$ cat config.mk
export PLATFORM = sky130hd
export DESIGN_NAME = led_panel
export DESIGN_NICKNAME = d
export VERILOG_FILES = /design/src/panel_pkg.sv /design/src/panel_wb_regs.sv /design/src/framebuffer_emulator.sv /design/src/driver_controller.sv /design/src/led_panel.sv
export SDC_FILE = /design/constraint.sdc
export NUM_CORES = 1
export LEC_CHECK = 0
export ABC_AREA = 1
export CAP_MARGIN = 20
export CORE_UTILIZATION = 35
export CTS_CLUSTER_SIZE = 30
export DETAILED_ROUTE_END_ITERATION = 10
export DONT_BUFFER_PORTS = 1
export SETUP_SLACK_MARGIN = 0.4
export SLEW_MARGIN = 20
export SYNTH_ARGS = -nofsm -noshare
export SYNTH_HDL_FRONTEND = slang
export SYNTH_SLANG_ARGS = --single-unit
$ cat constraint.sdc
create_clock -name clock_33 -period 50.9 [get_ports clock_33]
set_input_delay 10.18 -clock clock_33 [delete_from_list [all_inputs] [get_ports clock_33]]
set_output_delay 10.18 -clock clock_33 [all_outputs]
set_load 0.02 [all_outputs]
$ cat src/panel_pkg.sv
package panel_pkg;

  ////////////////////
  // Frame geometry
  ////////////////////
  localparam int DRIVER_LANES    = 4;
  localparam int CHANNELS        = 4;
  localparam int GRAY_BITS       = 16;
  localparam int LANE_BITS       = CHANNELS * GRAY_BITS;
  localparam int FRAME_BITS      = DRIVER_LANES * LANE_BITS;
  localparam int BLANKING_CYCLES = 128;
  localparam int CONF_BITS       = 24;
  localparam int CONF_LAT_CYCLES = 3;

  // Counter widths
  localparam int BIT_W   = $clog2(GRAY_BITS);
  localparam int CHAN_W  = $clog2(CHANNELS);
  localparam int LANE_W  = $clog2(DRIVER_LANES);
  localparam int BLANK_W = $clog2(BLANKING_CYCLES);
  localparam int FRAME_W = $clog2(FRAME_BITS);
  localparam int CNT_W   = $clog2(LANE_BITS);

  // Status fields
  localparam int SOUT_BITS   = 16;
  localparam int FCOUNT_BITS = 8;

  ////////////////////
  // Register map
  ////////////////////
  localparam int WORD_BITS = 32;
  localparam int ADR_BITS  = 2;

  localparam logic [ADR_BITS-1:0] REG_CTRL     = 2'd0;
  localparam logic [ADR_BITS-1:0] REG_DRV_CONF = 2'd1;
  localparam logic [ADR_BITS-1:0] REG_GRAY     = 2'd2;
  localparam logic [ADR_BITS-1:0] REG_STATUS   = 2'd3;

  typedef logic [1:0] pattern_mode_t;
  typedef logic [5:0] brightness_t;

  // Test patterns
  localparam pattern_mode_t PAT_ZERO  = 2'd0;
  localparam pattern_mode_t PAT_ONES  = 2'd1;
  localparam pattern_mode_t PAT_INDEX = 2'd2;
  localparam pattern_mode_t PAT_FIXED = 2'd3;

  // Controller phases
  localparam int PHASE_BITS = 3;
  localparam logic [PHASE_BITS-1:0] PH_IDLE       = 3'd0;
  localparam logic [PHASE_BITS-1:0] PH_CONF_SHIFT = 3'd1;
  localparam logic [PHASE_BITS-1:0] PH_CONF_LAT   = 3'd2;
  localparam logic [PHASE_BITS-1:0] PH_DATA_SHIFT = 3'd3;
  localparam logic [PHASE_BITS-1:0] PH_DATA_LAT   = 3'd4;
  localparam logic [PHASE_BITS-1:0] PH_GCLK       = 3'd5;

  // One bus word, seen as control or as driver configuration
  typedef union packed {
    struct packed {
      logic [WORD_BITS-10:0] rsvd;
      brightness_t           brightness;
      pattern_mode_t         pattern_mode;
      logic                  run;
    } ctrl;
    struct packed {
      logic [WORD_BITS-CONF_BITS-1:0] rsvd;
      logic [CONF_BITS-1:0]           drv_conf;
    } conf;
  } panel_word_u;

endpackage

$ cat src/panel_wb_regs.sv
module panel_wb_regs (
  input  logic                                 clock_33,
  input  logic                                 nrst,
  input  logic                                 wb_cyc,
  input  logic                                 wb_stb,
  input  logic                                 wb_we,
  input  logic [panel_pkg::ADR_BITS-1:0]       wb_adr,
  input  logic [panel_pkg::WORD_BITS-1:0]      wb_dat_w,
  input  logic [panel_pkg::SOUT_BITS-1:0]      sout_capture,
  input  logic [panel_pkg::FCOUNT_BITS-1:0]    frame_count,
  output logic [panel_pkg::WORD_BITS-1:0]      wb_dat_r,
  output logic                                 wb_ack,
  output logic                                 run,
  output panel_pkg::pattern_mode_t             pattern_mode,
  output panel_pkg::brightness_t               brightness,
  output logic [panel_pkg::GRAY_BITS-1:0]      fixed_gray,
  output logic [panel_pkg::CONF_BITS-1:0]      drv_conf,
  output logic                                 conf_load
);
  import panel_pkg::*;

  panel_word_u            wr_word;
  panel_word_u            rd_word;
  logic [WORD_BITS-1:0]   rd_data;
  logic                   access;

  assign wr_word = wb_dat_w;

  // New strobe, no wait states
  assign access = wb_cyc & wb_stb & ~wb_ack;

  ////////////////////
  // Read mux
  ////////////////////
  always_comb begin
    rd_word = '0;
    rd_data = '0;
    case (wb_adr)
      REG_CTRL: begin
        rd_word.ctrl.run          = run;
        rd_word.ctrl.pattern_mode = pattern_mode;
        rd_word.ctrl.brightness   = brightness;
        rd_data                   = rd_word;
      end
      REG_DRV_CONF: begin
        rd_word.conf.drv_conf = drv_conf;
        rd_data               = rd_word;
      end
      REG_GRAY: rd_data = WORD_BITS'(fixed_gray);
      // Frame count above the readback bits
      default: rd_data = WORD_BITS'({frame_count, sout_capture});
    endcase
  end

  ////////////////////
  // Bus cycle and registers
  ////////////////////
  always_ff @(posedge clock_33 or negedge nrst) begin
    if (!nrst) begin
      wb_ack       <= 1'b0;
      wb_dat_r     <= '0;
      run          <= 1'b0;
      pattern_mode <= '0;
      brightness   <= '0;
      fixed_gray   <= '0;
      drv_conf     <= '0;
      conf_load    <= 1'b0;
    end else begin
      wb_ack    <= access;
      conf_load <= access & wb_we & (wb_adr == REG_DRV_CONF);
      if (access) begin
        wb_dat_r <= rd_data;
      end
      if (access && wb_we) begin
        case (wb_adr)
          REG_CTRL: begin
            run          <= wr_word.ctrl.run;
            pattern_mode <= wr_word.ctrl.pattern_mode;
            brightness   <= wr_word.ctrl.brightness;
          end
          REG_DRV_CONF: drv_conf <= wr_word.conf.drv_conf;
          REG_GRAY: fixed_gray <= wb_dat_w[GRAY_BITS-1:0];
          // Status is read only
          default: ;
        endcase
      end
    end
  end

endmodule

$ cat src/framebuffer_emulator.sv
module framebuffer_emulator (
  input  logic                            clock_33,
  input  logic                            nrst,
  input  logic                            run,
  input  panel_pkg::pattern_mode_t        pattern_mode,
  input  logic [panel_pkg::GRAY_BITS-1:0] fixed_gray,
  output logic                            fb_data,
  output logic                            fb_sync
);
  import panel_pkg::*;

  logic                  active;
  pattern_mode_t         mode_q;
  logic [BIT_W-1:0]      bit_cnt;
  logic [CHAN_W-1:0]     chan_cnt;
  logic [LANE_W-1:0]     lane_cnt;
  logic [BLANK_W-1:0]    blank_cnt;
  // Only the low nibble of the frame number is ever shown
  logic [3:0]            frame_num;
  logic [GRAY_BITS-1:0]  gray;
  logic                  first_bit;

  ////////////////////
  // Pattern value
  ////////////////////
  always_comb begin
    case (mode_q)
      PAT_ZERO:  gray = '0;
      PAT_ONES:  gray = '1;
      PAT_INDEX: gray = (GRAY_BITS'(lane_cnt) << 8) | (GRAY_BITS'(chan_cnt) << 4) |
                        GRAY_BITS'(frame_num);
      default:   gray = fixed_gray;
    endcase
  end

  assign first_bit = (lane_cnt == '0) && (chan_cnt == CHAN_W'(CHANNELS - 1)) &&
                     (bit_cnt == BIT_W'(GRAY_BITS - 1));

  ////////////////////
  // Frame walk
  ////////////////////
  always_ff @(posedge clock_33 or negedge nrst) begin
    if (!nrst) begin
      active    <= 1'b0;
      mode_q    <= '0;
      bit_cnt   <= '0;
      chan_cnt  <= '0;
      lane_cnt  <= '0;
      blank_cnt <= '0;
      frame_num <= '0;
      fb_data   <= 1'b0;
      fb_sync   <= 1'b0;
    end else begin
      fb_data <= active & gray[bit_cnt];
      fb_sync <= active & first_bit;
      if (!active) begin
        if (blank_cnt != '0) begin
          blank_cnt <= blank_cnt - 1'b1;
        end else if (run) begin
          // Frame boundary, latch the pattern for the whole frame
          active   <= 1'b1;
          mode_q   <= pattern_mode;
          lane_cnt <= '0;
          chan_cnt <= CHAN_W'(CHANNELS - 1);
          bit_cnt  <= BIT_W'(GRAY_BITS - 1);
        end
      end else if (bit_cnt != '0) begin
        bit_cnt <= bit_cnt - 1'b1;
      end else begin
        bit_cnt <= BIT_W'(GRAY_BITS - 1);
        if (chan_cnt != '0) begin
          chan_cnt <= chan_cnt - 1'b1;
        end else begin
          chan_cnt <= CHAN_W'(CHANNELS - 1);
          if (lane_cnt == LANE_W'(DRIVER_LANES - 1)) begin
            active    <= 1'b0;
            blank_cnt <= BLANK_W'(BLANKING_CYCLES - 1);
            frame_num <= frame_num + 1'b1;
          end else begin
            lane_cnt <= lane_cnt + 1'b1;
          end
        end
      end
    end
  end

endmodule

$ cat src/driver_controller.sv
module driver_controller (
  input  logic                                clock_33,
  input  logic                                nrst,
  input  logic                                fb_data,
  input  logic                                fb_sync,
  input  panel_pkg::brightness_t              brightness,
  input  logic [panel_pkg::CONF_BITS-1:0]     drv_conf,
  input  logic                                conf_load,
  input  logic                                sout,
  output logic                                sclk,
  output logic                                lat,
  output logic                                gclk,
  output logic [panel_pkg::DRIVER_LANES-1:0]  sin,
  output logic [panel_pkg::SOUT_BITS-1:0]     sout_capture,
  output logic [panel_pkg::FCOUNT_BITS-1:0]   frame_count
);
  import panel_pkg::*;

  logic [FRAME_BITS-2:0]    cap_buf;
  logic [FRAME_W-1:0]       cap_cnt;
  logic                     cap_active;
  logic                     frame_end;
  logic [FRAME_BITS-1:0]    shift_buf;
  logic [CONF_BITS-1:0]     conf_sr;
  logic                     conf_pending;
  logic [PHASE_BITS-1:0]    phase;
  logic [CNT_W-1:0]         cnt;
  logic                     half;
  brightness_t              bright_q;
  logic [DRIVER_LANES-1:0]  lane_bits;

  ////////////////////
  // Frame capture
  ////////////////////
  // Last bit of the frame is on fb_data this cycle
  assign frame_end = cap_active && !fb_sync && (cap_cnt == FRAME_W'(FRAME_BITS - 1));

  always_ff @(posedge clock_33 or negedge nrst) begin
    if (!nrst) begin
      cap_active <= 1'b0;
      cap_cnt    <= '0;
    end else if (fb_sync) begin
      cap_active <= 1'b1;
      cap_cnt    <= FRAME_W'(1);
    end else if (cap_active) begin
      cap_cnt <= cap_cnt + 1'b1;
      if (frame_end) begin
        cap_active <= 1'b0;
      end
    end
  end

  // First arrived bit ends up in the MSB
  always_ff @(posedge clock_33) begin
    cap_buf <= {cap_buf[FRAME_BITS-3:0], fb_data};
  end

  // Shift buffer and config word advance at the end of each sclk high cycle
  always_ff @(posedge clock_33) begin
    if (frame_end) begin
      shift_buf <= {cap_buf, fb_data};
      conf_sr   <= drv_conf;
    end else begin
      if (phase == PH_DATA_SHIFT && half) begin
        shift_buf <= shift_buf << 1;
      end
      if (phase == PH_CONF_SHIFT && half) begin
        conf_sr <= conf_sr << 1;
      end
    end
    if (phase == PH_DATA_LAT) begin
      bright_q <= brightness;
    end
  end

  ////////////////////
  // Phase sequencer
  ////////////////////
  always_ff @(posedge clock_33 or negedge nrst) begin
    if (!nrst) begin
      phase        <= PH_IDLE;
      cnt          <= '0;
      half         <= 1'b0;
      conf_pending <= 1'b0;
      sout_capture <= '0;
      frame_count  <= '0;
    end else begin
      if (conf_load) begin
        conf_pending <= 1'b1;
      end
      if (frame_end) begin
        phase <= conf_pending ? PH_CONF_SHIFT : PH_DATA_SHIFT;
        cnt   <= '0;
        half  <= 1'b0;
      end else begin
        case (phase)
          PH_CONF_SHIFT: begin
            half <= ~half;
            if (half) begin
              if (cnt == CNT_W'(CONF_BITS - 1)) begin
                phase <= PH_CONF_LAT;
                cnt   <= '0;
              end else begin
                cnt <= cnt + 1'b1;
              end
            end
          end
          PH_CONF_LAT: begin
            if (cnt == CNT_W'(CONF_LAT_CYCLES - 1)) begin
              phase <= PH_DATA_SHIFT;
              cnt   <= '0;
              half  <= 1'b0;
              // A write landing now stays pending for the next frame
              if (!conf_load) begin
                conf_pending <= 1'b0;
              end
            end else begin
              cnt <= cnt + 1'b1;
            end
          end
          PH_DATA_SHIFT: begin
            half <= ~half;
            if (!half) begin
              // sclk rises on this edge
              sout_capture <= {sout_capture[SOUT_BITS-2:0], sout};
            end else if (cnt == CNT_W'(LANE_BITS - 1)) begin
              phase <= PH_DATA_LAT;
              cnt   <= '0;
            end else begin
              cnt <= cnt + 1'b1;
            end
          end
          PH_DATA_LAT: begin
            frame_count <= frame_count + 1'b1;
            cnt         <= '0;
            half        <= 1'b0;
            phase       <= (brightness == '0) ? PH_IDLE : PH_GCLK;
          end
          PH_GCLK: begin
            half <= ~half;
            if (half) begin
              if (cnt + 1'b1 == bright_q) begin
                phase <= PH_IDLE;
              end else begin
                cnt <= cnt + 1'b1;
              end
            end
          end
          default: phase <= PH_IDLE;
        endcase
      end
    end
  end

  ////////////////////
  // Driver pins
  ////////////////////
  always_comb begin
    for (int l = 0; l < DRIVER_LANES; l++) begin
      lane_bits[l] = shift_buf[FRAME_BITS-1-l*LANE_BITS];
    end
  end

  assign sclk = (phase == PH_CONF_SHIFT || phase == PH_DATA_SHIFT) && half;
  assign lat  = (phase == PH_CONF_LAT) || (phase == PH_DATA_LAT);
  assign gclk = (phase == PH_GCLK) && half;

  always_comb begin
    case (phase)
      // Same config word on every lane
      PH_CONF_SHIFT: sin = {DRIVER_LANES{conf_sr[CONF_BITS-1]}};
      PH_DATA_SHIFT: sin = lane_bits;
      default:       sin = '0;
    endcase
  end

endmodule

$ cat src/led_panel.sv
module led_panel (
  input  logic                                clock_33,
  input  logic                                nrst,
  input  logic                                wb_cyc,
  input  logic                                wb_stb,
  input  logic                                wb_we,
  input  logic [panel_pkg::ADR_BITS-1:0]      wb_adr,
  input  logic [panel_pkg::WORD_BITS-1:0]     wb_dat_w,
  output logic [panel_pkg::WORD_BITS-1:0]     wb_dat_r,
  output logic                                wb_ack,
  input  logic                                sout,
  output logic                                sclk,
  output logic                                lat,
  output logic                                gclk,
  output logic [panel_pkg::DRIVER_LANES-1:0]  sin
);
  import panel_pkg::*;

  logic                    run;
  pattern_mode_t           pattern_mode;
  brightness_t             brightness;
  logic [GRAY_BITS-1:0]    fixed_gray;
  logic [CONF_BITS-1:0]    drv_conf;
  logic                    conf_load;
  logic                    fb_data;
  logic                    fb_sync;
  logic [SOUT_BITS-1:0]    sout_capture;
  logic [FCOUNT_BITS-1:0]  frame_count;

  // Control and status registers
  panel_wb_regs u_panel_wb_regs (
    .clock_33     (clock_33),
    .nrst         (nrst),
    .wb_cyc       (wb_cyc),
    .wb_stb       (wb_stb),
    .wb_we        (wb_we),
    .wb_adr       (wb_adr),
    .wb_dat_w     (wb_dat_w),
    .sout_capture (sout_capture),
    .frame_count  (frame_count),
    .wb_dat_r     (wb_dat_r),
    .wb_ack       (wb_ack),
    .run          (run),
    .pattern_mode (pattern_mode),
    .brightness   (brightness),
    .fixed_gray   (fixed_gray),
    .drv_conf     (drv_conf),
    .conf_load    (conf_load)
  );

  // Test pattern source
  framebuffer_emulator u_framebuffer_emulator (
    .clock_33     (clock_33),
    .nrst         (nrst),
    .run          (run),
    .pattern_mode (pattern_mode),
    .fixed_gray   (fixed_gray),
    .fb_data      (fb_data),
    .fb_sync      (fb_sync)
  );

  driver_controller u_driver_controller (
    .clock_33     (clock_33),
    .nrst         (nrst),
    .fb_data      (fb_data),
    .fb_sync      (fb_sync),
    .brightness   (brightness),
    .drv_conf     (drv_conf),
    .conf_load    (conf_load),
    .sout         (sout),
    .sclk         (sclk),
    .lat          (lat),
    .gclk         (gclk),
    .sin          (sin),
    .sout_capture (sout_capture),
    .frame_count  (frame_count)
  );

endmodule

==> qor_table.md <==
| Quantity | Value |
|---|---|
| Buffers and inverters on the worst path | 2 |
| Post-layout min period | 12.62 ns |
| Worst vdd ir | 0.0280 mV |
| Nets | 2,339 |
| Power after layout | 1.18 mW |
| Hold buffers post-CTS | 0 |
| Number of levels in the clock H-tree | 3 |
| Number of clock sinks seen by CTS | 684 |
| Number of gates resized after cts | 0 |
| FF+latch count, synth | 684 |
| Die Area | 70,400 sq um |
| Buffers inserted during post-CTS setup optimization | 0 |
| Largest net degree at the start of global routing | 186 |
| P_int | 0.901 mW |
| Top cell types by occurrence after synthesis | sky130_fd_sc_hd__nand2_1 (1,018), sky130_fd_sc_hd__edfxtp_1 (286), sky130_fd_sc_hd__dfxtp_1 (255) |
| Critical Path Fanout Max | 7 |
| Relative slew margins | 29.5% |
| Layout Skew | 0.0235 ns |
| Reg clk slew, reported paths | 0.06 ns |
| Synthesized area divided by synthesized cell count | 10.6 sq um |
| Share of power burned in registers | 53.9% |
| Final worst path period share | 24.8% |
| Initial DRT Pass Iterations | 5 |
| Outcome | finished clean |
| Area delta synth->final | 11.9% |
| Required time reported for the critical path endpoint | 40.72 ns |
| Cell type with the largest total area after synthesis | sky130_fd_sc_hd__edfxtp_1 |
| Top area cells in the synthesized netlist | sky130_fd_sc_hd__edfxtp_1 (35%), sky130_fd_sc_hd__dfxtp_1 (21%), sky130_fd_sc_hd__nand2_1 (16%) |
| Number of DRC markers in iteration 0 | 1,106 |
| Final routed wire length divided by cell count | 13.3 um |
| P per Cell Area | 43.4 nW/um^2 |
| DR vias/cell | 4.48 |
| CTS tree | built |
| Fmax | 79.2 MHz |
| P_leak | 10.7 nW |
| Most common cell in the synthesized netlist | sky130_fd_sc_hd__nand2_1 |
| Max Slew Vio Count | 0 |
| Post-synth EDFFs | 286 |
| Number of antenna violations at the first check in global routing | 0 |
| Final Hold Fails | 0 |
| Number of global-route vias before repair | 14,600 |
| Detailed placement HPWL | 25,500 um |
| Kind of path behind the tightest hold check | register to register |
| Crit start category | register |
| Sequential-to-total area share from yosys stat | 71.2% |
| Critical path cell sequence | inv_2 > nand2_2 > nor2_4 > inv_1 > o21ai_0 |
| Final setup violation count | 0 |
| Post-route core utilization | 39.6% |
| Row cnt | 96 |
| Ratio of cells with drive above 1 in the final layout | 6.02% |
| Dominant synthesized flop cell | sky130_fd_sc_hd__edfxtp_1 |
| Endpoint of the worst hold path | u_driver_controller.cap_buf[15] |
| Category of cells accounting for the largest share of critical-path delay | compound AO/OA/AOI/OAI gates |
| Wire length of the first global-routing pass | 73,900 um |
| Share of power burned in combinational logic | 5.1% |
| Number of distinct library cells after synthesis | 45 |
| Max-cap violations | 0 |
| Die height | 265 um |
| Final Wtd Congestion | 0.839 |
| Number of input and output port buffers inserted | 0 |
| Unrepaired setup endpoints after global routing | no |
| Cell chosen for the clock root | sky130_fd_sc_hd__clkbuf_16 |
| Inserted Clock Buffers | 70 |
| Global-route congestion overflow total | 0 |
| Switching power summed over all nets | 0.277 mW |
| Signal arrival time at the worst endpoint | 2.44 ns |
| Clock network power share | 41.0% |
| Smallest hold slack | 0.332 ns |
| Worst slack at placement | 38.85 ns |
| Setup slack after layout | 38.28 ns |
| Area of the core | 68,600 sq um |
| Critical Path Max Stage Delay | 0.71 ns |
| Area of the mapped netlist | 24,300 sq um |
| Slew at the pin closest to its max-slew limit | 1.06 ns |
| Launching point of the worst reg2reg path | u_driver_controller.cap_cnt[1] |
| Count of nets left with antenna violations after detail routing | 0 |
| FFs w/ async S/R, synth | 20.9% |
| Number of instances in the synthesized netlist | 2,296 |
| Flop-to-flop setup slack | 47.31 ns |
| Min-Delay Path Depth | 0 |
| Post-detailed-routing wire length | 43,700 um |
| Switching share of power | 23.5% |
| Clock network latency to the later pin of the worst-skew pair | 0.61 ns |
| GRT Resource Usage Total | 12.7% |
| Buffer depth of the longest clock path | 3 |
| Syn. warnings | 0 |
| Depth of the most critical reg-to-reg path | 7 |
| Cell with the largest stage delay on the worst path | sky130_fd_sc_hd__o21ai_0 |
| Summed negative setup slack over all endpoints | 0 ns |
| Overall die width | 265 um |
| I/O pin count | 80 |
| Number of antenna diodes | 0 |
| Min-delay src | u_driver_controller.cap_buf[14] |
| CP Capture Type | primary output |
| Portion of synthesized cell area occupied by the leading cell type | 35.4% |
| Critical path start-end classification | register to primary output |
| Via count | 14,700 |
| Residual DRC count | 0 |
| Starting utilization of the core area | 35.4% |
| Capturing point of the worst reg2reg path | u_driver_controller.shift_buf[88] |
==> flip-flops by register name, indices dropped and copies added (netlist names), 7 cells and up <==
signal,flops
u_driver_controller.frame_count,8
u_panel_wb_regs.drv_conf,24
u_panel_wb_regs.fixed_gray,16
u_driver_controller.sout_capture,16
u_driver_controller.conf_sr,24
u_framebuffer_emulator.blank_cnt,7
u_driver_controller.cap_buf,255
u_panel_wb_regs.wb_dat_r,24
u_driver_controller.cap_cnt,8
u_driver_controller.shift_buf,256
==> area by class of cell <==
cell class              instances  area, sq um
fillers                      6601        41400
clock buffers                  99         1920
well taps                     931         1160
inverters                     116          443
clock inverters                30          250
repair buffers                  7         68.8
multi-input cells            1408         6030
flip-flops and latches        684        17300
==> cells by family (layout without fill, tap and decap cells) <==
family	after synthesis	after routing	synth area share (%)
DFF	684	684	71.2
AOI/OAI and AO/OA	194	194	4.37
buffers and inverters	211	252	4.11
adders and majority gates	12	12	0.619
xor gates and xnor gates	10	10	0.361
other	1	8	0.0155
muxes	2	2	0.0877
and+or+nand+nor	1182	1182	19.2
==> how the worst max path moves through the flow <==
stage                                            start                          endpoint  slack (ns)  depth (start not counted)
after floorplan           u_driver_controller.phase[2]  u_driver_controller.shift_buf[0]       31.04                          5
after global placement                          wb_cyc      u_panel_wb_regs.wb_dat_r[23]       38.86                          6
after detailed placement                     wb_adr[1]      u_panel_wb_regs.drv_conf[20]       38.85                          6
after CTS                 u_driver_controller.phase[2]                            sin[3]       38.26                          5
after global routing      u_driver_controller.phase[2]                            sin[2]       38.17                          5
final                     u_driver_controller.phase[2]                            sin[3]       38.28                          5
==> cells in the final DEF, fill, tap and decap left out, types with 5 or more instances in the layout <==
cell	instances
sky130_fd_sc_hd__a21oi_1	47
sky130_fd_sc_hd__a221oi_1	9
sky130_fd_sc_hd__buf_4	5
sky130_fd_sc_hd__clkbuf_1	23
sky130_fd_sc_hd__clkbuf_16	70
sky130_fd_sc_hd__clkbuf_8	6
sky130_fd_sc_hd__clkinv_1	8
sky130_fd_sc_hd__clkinv_2	13
sky130_fd_sc_hd__conb_1	8
sky130_fd_sc_hd__dfrtp_1	143
sky130_fd_sc_hd__dfxtp_1	255
sky130_fd_sc_hd__edfxtp_1	286
sky130_fd_sc_hd__ha_1	12
sky130_fd_sc_hd__inv_1	104
sky130_fd_sc_hd__inv_2	11
sky130_fd_sc_hd__nand2_1	1018
sky130_fd_sc_hd__nand3_1	52
sky130_fd_sc_hd__nor2_1	73
sky130_fd_sc_hd__nor2_2	5
sky130_fd_sc_hd__nor3_1	8
sky130_fd_sc_hd__o21ai_0	96
sky130_fd_sc_hd__o21ai_1	17
sky130_fd_sc_hd__o22ai_1	6
sky130_fd_sc_hd__xnor2_1	6
==> power by group through the flow <==
| stage | clock, mW | combinational [mW] | sequential [mW] |
|---|---|---|---|
| 6_report | 0.483 | 0.0601 | 0.636 |
| 4_1_cts | 0.497 | 0.0608 | 0.636 |
| 3_5_place_dp | 0 | 0.0606 | 0.647 |
| 3_3_place_gp | 0 | 0.0587 | 0.646 |
| 2_1_floorplan | 0 | 0.0504 | 0.636 |
| 5_1_grt | 0.520 | 0.0707 | 0.640 |
==> through the flow <==
stage | std cells | cell area [sq um]
after global placement | 3146 | 25000
after floorplan | 2303 | 24300
after CTS | 3275 | 27100
final | 3275 | 27200
after detailed placement | 3146 | 25000
after global routing | 3275 | 27200
==> layer usage <==
layer / track usage (%) / part of all wire, %
met2: 19.9 / 46
met3: 3.13 / 5.4
met1: 17.2 / 47
met5: 0 / 0
met4: 4.50 / 2.2
No activity file was read; power rests on OpenSTA's default activity.
